--- config.mk ---
export PLATFORM = sky130hd
export DESIGN_NAME = cpuTop
export DESIGN_NICKNAME = d
export VERILOG_FILES = /design/src/common/cpuPkg.sv /design/src/control/controlDecode.sv /design/src/datapath/dataPath.sv /design/src/source/sequencer.sv /design/src/source/memBank.sv /design/src/source/apbDebug.sv /design/src/source/cpuTop.sv
export VERILOG_INCLUDE_DIRS = /design/src /design/src/common
export SDC_FILE = /design/constraint.sdc
export NUM_CORES = 2
export LEC_CHECK = 0
export BUFFER_PORTS_ARGS = -buffer_cell sky130_fd_sc_hd__clkbuf_2
export CORE_MARGIN = 4
export CORE_UTILIZATION = 25
export DETAILED_ROUTE_END_ITERATION = 10
export PLACE_DENSITY = 0.37
export SETUP_SLACK_MARGIN = 0.5
export SLEW_MARGIN = 20
export SYNTH_ARGS = -nofsm -noshare
export SYNTH_HDL_FRONTEND = slang
export SYNTH_SLANG_ARGS = --single-unit
--- constraint.sdc ---
create_clock -name clk -period 14.85 [get_ports clk]
set_input_delay 0.7425 -clock clk [delete_from_list [all_inputs] [get_ports clk]]
set_output_delay 0.7425 -clock clk [all_outputs]
set_load 0.02 [all_outputs]
--- src/common/cpu_defs.svh ---
`ifndef CPU_DEFS_SVH
`define CPU_DEFS_SVH

// ##################################################
// Core widths and memory size
`define CPU_DATA_W    8
`define CPU_ADDR_W    8
`define CPU_MEM_DEPTH 256

// ##################################################
// APB debug port and register map
`define APB_ADDR_W   12
`define APB_ROM_BASE 12'h000
`define APB_RAM_BASE 12'h100
`define APB_CTRL     12'h200   // Bit 0 written high starts the CPU.
`define APB_STATUS   12'h201   // Bit 0 is the running bit.
`define APB_REG_A    12'h210
`define APB_REG_B    12'h211
`define APB_REG_X    12'h212
`define APB_REG_Q    12'h213
`define APB_FLAGS    12'h214   // Bit 1 carry, bit 0 zero.
`define APB_PC       12'h215

`endif

--- src/common/cpuPkg.sv ---
`include "cpu_defs.svh"

package cpuPkg;

   // ##################################################
   // Source codes, one per bus driver
   localparam logic [2:0] SRC_ROM  = 3'd0;   // Immediate from ROM[pc].
   localparam logic [2:0] SRC_ZERO = 3'd1;
   localparam logic [2:0] SRC_A    = 3'd2;
   localparam logic [2:0] SRC_B    = 3'd3;
   localparam logic [2:0] SRC_X    = 3'd4;
   localparam logic [2:0] SRC_RAM  = 3'd5;   // RAM[X].
   localparam logic [2:0] SRC_E    = 3'd6;   // A plus or minus B.
   localparam logic [2:0] SRC_S    = 3'd7;   // A shifted left.

   // Destination codes, one per load strobe
   localparam logic [2:0] DST_IR   = 3'd0;   // No-op in execute.
   localparam logic [2:0] DST_PC   = 3'd1;   // Conditional jump.
   localparam logic [2:0] DST_A    = 3'd2;
   localparam logic [2:0] DST_B    = 3'd3;
   localparam logic [2:0] DST_X    = 3'd4;
   localparam logic [2:0] DST_RAM  = 3'd5;
   localparam logic [2:0] DST_Q    = 3'd6;
   localparam logic [2:0] DST_HALT = 3'd7;

   // ##################################################
   // Types
   typedef struct packed {
      logic       carryCond;   // Jump needs carry.
      logic [2:0] dest;
      logic       subZero;     // Subtract, and jump needs zero.
      logic [2:0] source;
   } instrT;

   typedef struct packed {
      logic       loadA;
      logic       loadB;
      logic       loadX;
      logic       loadQ;
      logic       storeMem;
      logic [2:0] busSel;
      logic       triggerC;    // Capture carry and zero.
      logic       doSubtract;
      logic       readRom;     // Immediate consumed, pc moves on.
      logic       halt;
   } busCtrlT;

   typedef struct packed {
      logic carry;
      logic zero;
   } flagsT;

   typedef struct packed {
      logic                   psel;
      logic                   penable;
      logic                   pwrite;
      logic [`APB_ADDR_W-1:0] paddr;
      logic [`CPU_DATA_W-1:0] pwdata;
   } apbReqT;

   typedef struct packed {
      logic [`CPU_DATA_W-1:0] prdata;
      logic                   pready;
      logic                   pslverr;
   } apbRspT;

endpackage

--- src/control/controlDecode.sv ---
module controlDecode (
   input  cpuPkg::instrT   ir,
   input  cpuPkg::flagsT   flags,
   input  logic            phase,
   output cpuPkg::busCtrlT ctrl,
   output logic            jumpTaken
);

   logic [7:0] destHot;
   logic [7:0] srcHot;
   logic       takeForZero;
   logic       takeForCarry;

   // ##################################################
   // Destination and source demultiplexers

   // Both demuxes are enabled only in the execute phase.
   assign destHot = phase ? (8'b1 << ir.dest) : 8'b0;
   assign srcHot  = phase ? (8'b1 << ir.source) : 8'b0;

   always_comb begin
      ctrl.loadA      = destHot[cpuPkg::DST_A];
      ctrl.loadB      = destHot[cpuPkg::DST_B];
      ctrl.loadX      = destHot[cpuPkg::DST_X];
      ctrl.loadQ      = destHot[cpuPkg::DST_Q];
      ctrl.storeMem   = destHot[cpuPkg::DST_RAM];
      ctrl.halt       = destHot[cpuPkg::DST_HALT];
      // IR as a destination loads nothing here.
      ctrl.busSel     = ir.source;
      ctrl.readRom    = srcHot[cpuPkg::SRC_ROM];
      ctrl.triggerC   = srcHot[cpuPkg::SRC_E] | srcHot[cpuPkg::SRC_S];   // ALU or shifter.
      ctrl.doSubtract = ir.subZero;
   end

   // ##################################################
   // Conditional jump

   // Each condition passes when it is not required or its flag is set.
   assign takeForZero  = flags.zero | ~ir.subZero;
   assign takeForCarry = flags.carry | ~ir.carryCond;
   assign jumpTaken    = destHot[cpuPkg::DST_PC] & takeForZero & takeForCarry;

endmodule

--- src/datapath/dataPath.sv ---
`include "cpu_defs.svh"

module dataPath (
   input  logic                   clk,
   input  logic                   arstN,
   input  cpuPkg::busCtrlT        ctrl,
   input  logic [`CPU_DATA_W-1:0] romData,
   input  logic [`CPU_DATA_W-1:0] ramData,
   output logic [`CPU_DATA_W-1:0] bus,
   output cpuPkg::flagsT          flags,
   output logic [`CPU_DATA_W-1:0] regA,
   output logic [`CPU_DATA_W-1:0] regB,
   output logic [`CPU_DATA_W-1:0] regX,
   output logic [`CPU_DATA_W-1:0] regQ
);

   logic [`CPU_DATA_W-1:0] operandB;
   logic [`CPU_DATA_W-1:0] aluOut;
   logic                   aluCarry;
   logic [`CPU_DATA_W-1:0] shiftOut;
   logic                   shiftCarry;

   // ##################################################
   // ALU and shifter

   // Subtract is A + ~B + 1, carry high means no borrow.
   assign operandB = ctrl.doSubtract ? ~regB : regB;
   assign {aluCarry, aluOut} = {1'b0, regA} + {1'b0, operandB}
                             + {{`CPU_DATA_W{1'b0}}, ctrl.doSubtract};

   assign {shiftCarry, shiftOut} = {regA, 1'b0};   // Top bit falls into carry.

   // ##################################################
   // Bus multiplexer

   always_comb begin
      case (ctrl.busSel)
         cpuPkg::SRC_ROM:  bus = romData;
         cpuPkg::SRC_ZERO: bus = '0;
         cpuPkg::SRC_A:    bus = regA;
         cpuPkg::SRC_B:    bus = regB;
         cpuPkg::SRC_X:    bus = regX;
         cpuPkg::SRC_RAM:  bus = ramData;
         cpuPkg::SRC_E:    bus = aluOut;
         cpuPkg::SRC_S:    bus = shiftOut;
         default:          bus = '0;
      endcase
   end

   // ##################################################
   // Registers and flags

   always_ff @(posedge clk or negedge arstN) begin
      if (!arstN) begin
         regA <= '0;
         regB <= '0;
         regX <= '0;
         regQ <= '0;
      end else begin
         if (ctrl.loadA) regA <= bus;
         if (ctrl.loadB) regB <= bus;
         if (ctrl.loadX) regX <= bus;
         if (ctrl.loadQ) regQ <= bus;
      end
   end

   always_ff @(posedge clk or negedge arstN) begin
      if (!arstN) begin
         flags <= '0;
      end else if (ctrl.triggerC) begin
         flags.carry <= (ctrl.busSel == cpuPkg::SRC_S) ? shiftCarry : aluCarry;
         flags.zero  <= (bus == '0);   // Zero of the value on the bus.
      end
   end

endmodule

--- src/source/sequencer.sv ---
`include "cpu_defs.svh"

module sequencer (
   input  logic                   clk,
   input  logic                   arstN,
   input  logic                   runReq,
   input  logic [`CPU_DATA_W-1:0] romData,
   input  logic [`CPU_DATA_W-1:0] bus,
   input  logic                   jumpTaken,
   input  logic                   halt,
   input  logic                   readRom,
   output cpuPkg::instrT          ir,
   output logic [`CPU_ADDR_W-1:0] pc,
   output logic                   phase,
   output logic                   running
);

   localparam logic fetchPhase   = 1'b0;
   localparam logic executePhase = 1'b1;

   // ##################################################
   // Run control and phase

   always_ff @(posedge clk or negedge arstN) begin
      if (!arstN) begin
         running <= 1'b0;
         phase   <= fetchPhase;
      end else if (!running) begin
         phase <= fetchPhase;
         if (runReq) running <= 1'b1;   // First fetch on the next cycle.
      end else if (phase == fetchPhase) begin
         phase <= executePhase;
      end else begin
         phase <= fetchPhase;
         if (halt) running <= 1'b0;
      end
   end

   // ##################################################
   // Program counter and instruction register

   always_ff @(posedge clk or negedge arstN) begin
      if (!arstN) begin
         pc <= '0;
         ir <= '0;
      end else if (running) begin
         if (phase == fetchPhase) begin
            ir <= cpuPkg::instrT'(romData);
            pc <= pc + 1'b1;
         end else if (jumpTaken) begin
            pc <= bus;
         end else if (readRom) begin
            pc <= pc + 1'b1;   // Step over the immediate.
         end
      end
   end

endmodule

--- src/source/memBank.sv ---
`include "cpu_defs.svh"

module memBank (
   input  logic                   clk,
   input  logic                   we,
   input  logic [`CPU_ADDR_W-1:0] wAddr,
   input  logic [`CPU_ADDR_W-1:0] rAddr,
   input  logic [`CPU_DATA_W-1:0] wData,
   output logic [`CPU_DATA_W-1:0] rData
);

   logic [`CPU_DATA_W-1:0] mem [`CPU_MEM_DEPTH];

   // Clocked write port.
   always_ff @(posedge clk) begin
      if (we) mem[wAddr] <= wData;
   end

   // Asynchronous read, the bus sees it in the same cycle.
   assign rData = mem[rAddr];

endmodule

--- src/source/apbDebug.sv ---
`include "cpu_defs.svh"

module apbDebug (
   input  logic                   clk,
   input  logic                   arstN,
   input  cpuPkg::apbReqT         apbReq,
   output cpuPkg::apbRspT         apbRsp,
   input  logic                   running,
   input  logic [`CPU_DATA_W-1:0] regA,
   input  logic [`CPU_DATA_W-1:0] regB,
   input  logic [`CPU_DATA_W-1:0] regX,
   input  logic [`CPU_DATA_W-1:0] regQ,
   input  logic [`CPU_ADDR_W-1:0] pc,
   input  cpuPkg::flagsT          flags,
   output logic                   romWe,
   output logic                   ramWe,
   output logic [`CPU_ADDR_W-1:0] memAddr,
   output logic [`CPU_DATA_W-1:0] memData,
   input  logic [`CPU_DATA_W-1:0] romRd,
   input  logic [`CPU_DATA_W-1:0] ramRd,
   output logic                   runReq
);

   localparam logic [`APB_ADDR_W-1:0] romBase = `APB_ROM_BASE;
   localparam logic [`APB_ADDR_W-1:0] ramBase = `APB_RAM_BASE;

   logic                   setupCyc;
   logic                   accessCyc;
   logic                   writeAcc;
   logic                   inRom;
   logic                   inRam;
   logic                   isCtrl;
   logic                   isReadOnly;
   logic                   slvErr;
   logic [`CPU_DATA_W-1:0] rdData;
   logic [`CPU_DATA_W-1:0] rdDataQ;

   // ##################################################
   // Address decode

   assign setupCyc   = apbReq.psel & ~apbReq.penable;
   assign accessCyc  = apbReq.psel & apbReq.penable;
   assign writeAcc   = accessCyc & apbReq.pwrite;
   assign inRom      = apbReq.paddr[`APB_ADDR_W-1:`CPU_ADDR_W] == romBase[`APB_ADDR_W-1:`CPU_ADDR_W];
   assign inRam      = apbReq.paddr[`APB_ADDR_W-1:`CPU_ADDR_W] == ramBase[`APB_ADDR_W-1:`CPU_ADDR_W];
   assign isCtrl     = apbReq.paddr == `APB_CTRL;
   assign isReadOnly = apbReq.paddr inside {`APB_STATUS, `APB_REG_A, `APB_REG_B, `APB_REG_X,
                                            `APB_REG_Q, `APB_FLAGS, `APB_PC};

   // Memory writes only while halted.
   assign romWe   = writeAcc & inRom & ~running;
   assign ramWe   = writeAcc & inRam & ~running;
   assign memAddr = apbReq.paddr[`CPU_ADDR_W-1:0];
   assign memData = apbReq.pwdata;
   assign runReq  = writeAcc & isCtrl & apbReq.pwdata[0] & ~running;

   assign slvErr = (writeAcc & (inRom | inRam) & running)
                 | (writeAcc & isReadOnly)
                 | (accessCyc & ~(inRom | inRam | isCtrl | isReadOnly));

   // ##################################################
   // Readback

   always_comb begin
      if (inRom) begin
         rdData = romRd;
      end else if (inRam) begin
         rdData = ramRd;
      end else begin
         case (apbReq.paddr)
            `APB_CTRL, `APB_STATUS: rdData = {{(`CPU_DATA_W-1){1'b0}}, running};
            `APB_REG_A:             rdData = regA;
            `APB_REG_B:             rdData = regB;
            `APB_REG_X:             rdData = regX;
            `APB_REG_Q:             rdData = regQ;
            `APB_FLAGS:             rdData = {{(`CPU_DATA_W-2){1'b0}}, flags};
            `APB_PC:                rdData = pc;
            default:                rdData = '0;
         endcase
      end
   end

   // Sampled at the end of setup, held through the access cycle.
   always_ff @(posedge clk or negedge arstN) begin
      if (!arstN) rdDataQ <= '0;
      else if (setupCyc) rdDataQ <= rdData;
   end

   assign apbRsp = '{prdata: rdDataQ, pready: 1'b1, pslverr: slvErr};

endmodule

--- src/source/cpuTop.sv ---
`include "cpu_defs.svh"

module cpuTop (
   input  logic           clk,
   input  logic           arstN,
   input  cpuPkg::apbReqT apbReq,
   output cpuPkg::apbRspT apbRsp
);

   cpuPkg::instrT          ir;
   cpuPkg::flagsT          flags;
   cpuPkg::busCtrlT        ctrl;
   logic [`CPU_ADDR_W-1:0] pc;
   logic [`CPU_DATA_W-1:0] bus;
   logic [`CPU_DATA_W-1:0] regA, regB, regX, regQ;
   logic [`CPU_DATA_W-1:0] romData, ramData;
   logic [`CPU_ADDR_W-1:0] memAddr;
   logic [`CPU_DATA_W-1:0] memData;
   logic [`CPU_ADDR_W-1:0] romRAddr, ramAddr;
   logic [`CPU_DATA_W-1:0] ramWData;
   logic                   phase, running, jumpTaken, runReq;
   logic                   romWe, ramWe, ramWrite;

   // ##################################################
   // Memory port sharing, the debug port owns them while halted
   assign romRAddr = running ? pc : memAddr;
   assign ramAddr  = running ? regX : memAddr;
   assign ramWData = running ? bus : memData;
   assign ramWrite = running ? ctrl.storeMem : ramWe;

   apbDebug apbDebug_i (
      .clk(clk), .arstN(arstN), .apbReq(apbReq), .apbRsp(apbRsp), .running(running),
      .regA(regA), .regB(regB), .regX(regX), .regQ(regQ), .pc(pc), .flags(flags),
      .romWe(romWe), .ramWe(ramWe), .memAddr(memAddr), .memData(memData),
      .romRd(romData), .ramRd(ramData), .runReq(runReq)
   );

   sequencer sequencer_i (
      .clk(clk), .arstN(arstN), .runReq(runReq), .romData(romData), .bus(bus),
      .jumpTaken(jumpTaken), .halt(ctrl.halt), .readRom(ctrl.readRom),
      .ir(ir), .pc(pc), .phase(phase), .running(running)
   );

   controlDecode controlDecode_i (
      .ir(ir), .flags(flags), .phase(phase), .ctrl(ctrl), .jumpTaken(jumpTaken)
   );

   dataPath dataPath_i (
      .clk(clk), .arstN(arstN), .ctrl(ctrl), .romData(romData), .ramData(ramData),
      .bus(bus), .flags(flags), .regA(regA), .regB(regB), .regX(regX), .regQ(regQ)
   );

   memBank romBank_i (
      .clk(clk), .we(romWe), .wAddr(memAddr), .rAddr(romRAddr), .wData(memData),
      .rData(romData)
   );

   memBank ramBank_i (
      .clk(clk), .we(ramWrite), .wAddr(ramAddr), .rAddr(ramAddr), .wData(ramWData),
      .rData(ramData)
   );

endmodule

==> impl.org <==
** Place
- Including well taps, the total number of placed cells is 20,822.
- At the end of routability-driven placement, the weighted congestion stood at roughly 0.85.
- After detailed placement, the total cell area comes to between 150,000 and 200,000 um2.
- After legalization and detailed placement, the total HPWL measured 483,000 um.
- Number of input and output port buffers inserted :: 33

** Clock tree
- The tree is rooted in a clkbuf_16.
- Number of CTS-inserted buffers :: approximately 460
- CTS-repair resized insts :: 0
- Sink Count :: about 4,200
- Clock-pin slew on the worst setup and hold paths :: about 0.06 ns
- Later-pin clock latency in the skew report :: 1.09 ns
- Buffers inserted to repair hold after CTS numbered 1.
- In this run the post-CTS setup repair buffer count came out at 0.
- The longest clock path from root to sink contains 4 buffers.
- Number of H-tree levels :: 5
- TritonCTS built the clock tree.

** Power and ir drop
- Relative contribution of combinational cells to total power :: ~6.5%
- Power spent charging and discharging nets :: 0.00628 W
- Internal Pwr Total :: between 0.015 and 0.02 W
- Switch share :: 24.3%
- Power per Cell Area :: approximately 130 nW/um2
- Per report_power, the sequential group accounts for 49.9% of the total.
- Summed over all cells, the static leakage comes to 62.0 nW.
- Peak ir drop on the vdd network :: roughly 96 uV
- Overall power of the completed layout :: roughly 0.026 W
- The clock network accounts for between 40% and 50% of the total power.

** Logic synthesis
- In this run, distinct cell masters in the synthesized netlist total between 100 and 150.
- Number of synthesized flops with an enable pin :: approximately 4,100
- Summed over its instances, the top area cell type makes up 72.2% of the synthesized netlist area.
- Dominant cell by count in the synthesized netlist :: edfxtp_1
- Leading area contributor after synthesis :: edfxtp_1
- The cell area that synthesis handed to floorplanning was approximately 170,000 um2.
- Number of instances in the synthesized netlist :: ~12,000
- The number of nets handed over by synthesis was around 12,000.
- After synthesis, flip-flops and latches occupy approximately 73% of the total area.
- Largest cells by area after synthesis :: edfxtp_1 (72%), a21oi_1 (3.1%), nand2_1 (2.9%), nor2_1 (2.7%), mux2i_1 (1.9%)
- Counting instances in the post-synthesis netlist gives the leading cell types as edfxtp_1 (4,096), nand2_1 (1,338), nor2_1 (1,210).
- Yosys reg bits :: between 4,000 and 5,000
- The Yosys step of the flow raised 0 warnings.
- Asr flop ratio synth :: around 1.4%
- Synthesized area divided by synthesized cell count :: roughly 14 um2
- The most used flip-flop cell after synthesis is edfxtp_1.

** Critical path
- STA classifies the critical path endpoint as a register.
- Setup slack, reg-to-reg :: around 5.6 ns
- Endpoint required time on the critical path :: between 15 and 20 ns
- The critical path ends at ramBank_i.mem[192][3]$_DFFE_PP_.
- Number of buffer and inverter instances along the worst setup path :: 4
- Startpoint of the worst setup timing path :: sequencer_i.running$_DFF_PN0_
- The startpoint identified for the worst register-to-register timing path is sequencer_i.running$_DFF_PN0_.
- The worst setup path is launched from a register.
- Critical Path AT :: between 9 and 10 ns
- Along the worst path, the maximum fanout reaches 88.
- The largest single stage delay on the critical path is roughly 1.1 ns.
- The critical path crosses 14 cells after its start point.
- The endpoint identified for the worst register-to-register timing path is ramBank_i.mem[192][3]$_DFFE_PP_.
- Walking the worst path, the cells encountered are buf_4 -> nand3b_1 -> buf_4 -> buf_12 -> a21oi_1 -> o41ai_1 -> o21ai_0 -> nor4_1 -> nand4_1 -> nor4_2 -> a221o_1 -> o31a_1 -> mux2_8 -> buf_4.
- Category of cells accounting for the largest share of critical-path delay :: simple AND/OR/NAND/NOR gates
- Most common cell type on the critical path :: buf_4
- Startpoint-to-endpoint class of the critical path :: register to register
- For the worst flop-to-flop path, the logic depth is 14.
- On the critical path, the stage with the largest delay is an instance of o41ai_1.

** Global routing
- Global-route wire length before repair :: between 1,000,000 and 1,500,000 um
- Initial antenna violation count :: 53
- Summed over all layers, the global routing overflow is 0.
- Global routing used approximately 21% of the available tracks.
- Pin count of the biggest net entering global routing :: about 180
- Vias in the first global route :: ~110k

** STA
- Transition time at the pin with the least slew margin :: 1.29 ns
- Adding up every negative setup slack in the final design gives 0 ns.
- Clock skew on the completed layout was measured at about 0.049 ns.
- Derived from the worst setup path, the maximum achievable clock frequency is 0.108 GHz.
- Worst-case headroom to the max-slew limit :: 13.5%
- The number of pins exceeding their max-slew limit in the final report is 0.
- Clock period minus worst slack :: roughly 9.2 ns
- Final setup vio count :: 0
- Final clock period utilization by the worst path :: between 60% and 70%
- Hold Fails Final Rpt :: 0
- Setup repair after global routing left no endpoint under its margin.

** Final layout
- At the end of the flow the core is filled with cells to 29.1%.
- Fin cells :: 21,660
- Nets :: 12,348
- Area used by multi-input combinational logic :: roughly 42,000 um2
- The area growth from synthesis to layout is 15.8%.
- Filler instances :: between 60,000 and 70,000
- Storage cell area :: between 100,000 and 150,000 um2
- Area of all placed cells without fillers :: around 200,000 um2
- Cells with a size suffix above 1 make up 12.2% of the layout.

** Route
- The first TritonRoute pass finished after 7 iterations.
- Total routed wirelength :: between 700,000 and 800,000 um
- Initial detailed-routing violation count :: 13,768
- Remaining DRCs :: 0
- Summing over every cut layer, the via total after detailed routing is ~110k.
- Detail-routed via count per cell :: approximately 5.3
- Average wire per standard cell :: about 36 um
- Final ANT Viol Nets :: 0

** Worst hold path
- The startpoint identified for the worst hold timing path is apbReq[1].
- The tightest min-delay check is of the primary input to register type.

** Floorplanning
- The floorplan has ~300 rows.
- Overall die width :: 833 um
- In this run the count of I/O pins placed on the die edge is 35.
- In this run the standard cell core region covers approximately 680,000 um2.
- The die is ~830 um tall.
- Effective utilization at floorplan :: around 25%
- The die covers between 600,000 and 700,000 um2.

** Flow run
- Max-cap violations in this run came to 0.

** Outcome
- Result of the run :: finished clean
cell usage in the layout (no fill, tap or decap), types with 96 or more instances in the layout:
cell	instances
o21ai_0	306
o21bai_1	96
clkbuf_16	463
buf_4	488
o22ai_1	409
nor4_1	116
a211oi_1	182
o211ai_1	126
mux2i_1	326
edfxtp_1	4096
nand2_1	1299
a21oi_1	1067
nand3_1	408
nor2_1	1142
clkinv_1	116
clkbuf_1	101
stage by stage:
step | hold slack [ns] | worst slack, ns
global placement | 0.492 | 5.23
CTS | 0.0332 | 5.79
floorplan | 0.442 | 0.609
finish | 0.0696 | 5.63
global route | 0.0251 | 5.54
detailed placement | 0.494 | 5.55
per-layer routing:
| metal | routed length [um] | global-route usage (%) |
|---|---|---|
| met3 | 46800 | 3.06 |
| met4 | 36000 | 8.53 |
| met5 | 111 | 0 |
| met1 | 330000 | 29.0 |
| met2 | 360000 | 34.7 |
registers in the layout (all words and copies together) (netlist names):
name / flops
sequencer_i.ir: 8
dataPath_i.flags: 2
dataPath_i.regX: 8
romBank_i.mem: 2048
dataPath_i.regA: 8
sequencer_i.running: 1
sequencer_i.pc: 8
sequencer_i.phase: 1
dataPath_i.regQ: 8
dataPath_i.regB: 8
ramBank_i.mem: 2048
apbDebug_i.rdDataQ: 8
power groups by stage:
stage	clock [W]	sequential (W)	combinational, W
after floorplan	0	0.0132	0.000730
after global placement	0	0.0131	0.00168
after detailed placement	0	0.0131	0.00168
after CTS	0.0114	0.0129	0.00168
after global routing	0.0119	0.0129	0.00174
final	0.0112	0.0129	0.00169
cell families (layout without fill, tap and decap cells):
| kind of cell | count (synthesis) | after routing | synth area share (%) |
|---|---|---|---|
| other cells | 1 | 20 | 0.00220 |
| simple gates | 3484 | 3484 | 8.79 |
| flops | 4156 | 4156 | 73.1 |
| xor+xnor | 12 | 12 | 0.0617 |
| fa+ha+maj | 9 | 9 | 0.0705 |
| mux | 474 | 474 | 3.55 |
| compound gates | 3116 | 3116 | 11.9 |
| buf+inv | 934 | 1421 | 2.58 |
area by class of cell:
| class | instances | share of cell area, % |
|---|---|---|
| inverters | 47 | 0.103 |
| clock buffers | 567 | 6.09 |
| multi-input cells | 7096 | 21.5 |
| flip-flops and latches | 4156 | 63.1 |
| clock inverters | 249 | 1.09 |
| diodes | 19 | 0.0241 |
| well taps | 8968 | 5.69 |
| repair buffers | 558 | 2.33 |
worst min path at each step:
stage / end / slack, ns / cells past startpoint
floorplan: sequencer_i.ir[7]$_DFFE_PN0P_ / 0.44 / 2
global placement: dataPath_i.regQ[7]$_DFFE_PN0P_ / 0.49 / 2
detailed placement: dataPath_i.regQ[2]$_DFFE_PN0P_ / 0.49 / 1
CTS: romBank_i.mem[160][1]$_DFFE_PP_ / 0.03 / 1
global route: romBank_i.mem[160][1]$_DFFE_PP_ / 0.03 / 1
finish: romBank_i.mem[160][1]$_DFFE_PP_ / 0.07 / 1
No activity file was read; power rests on OpenSTA's default activity.
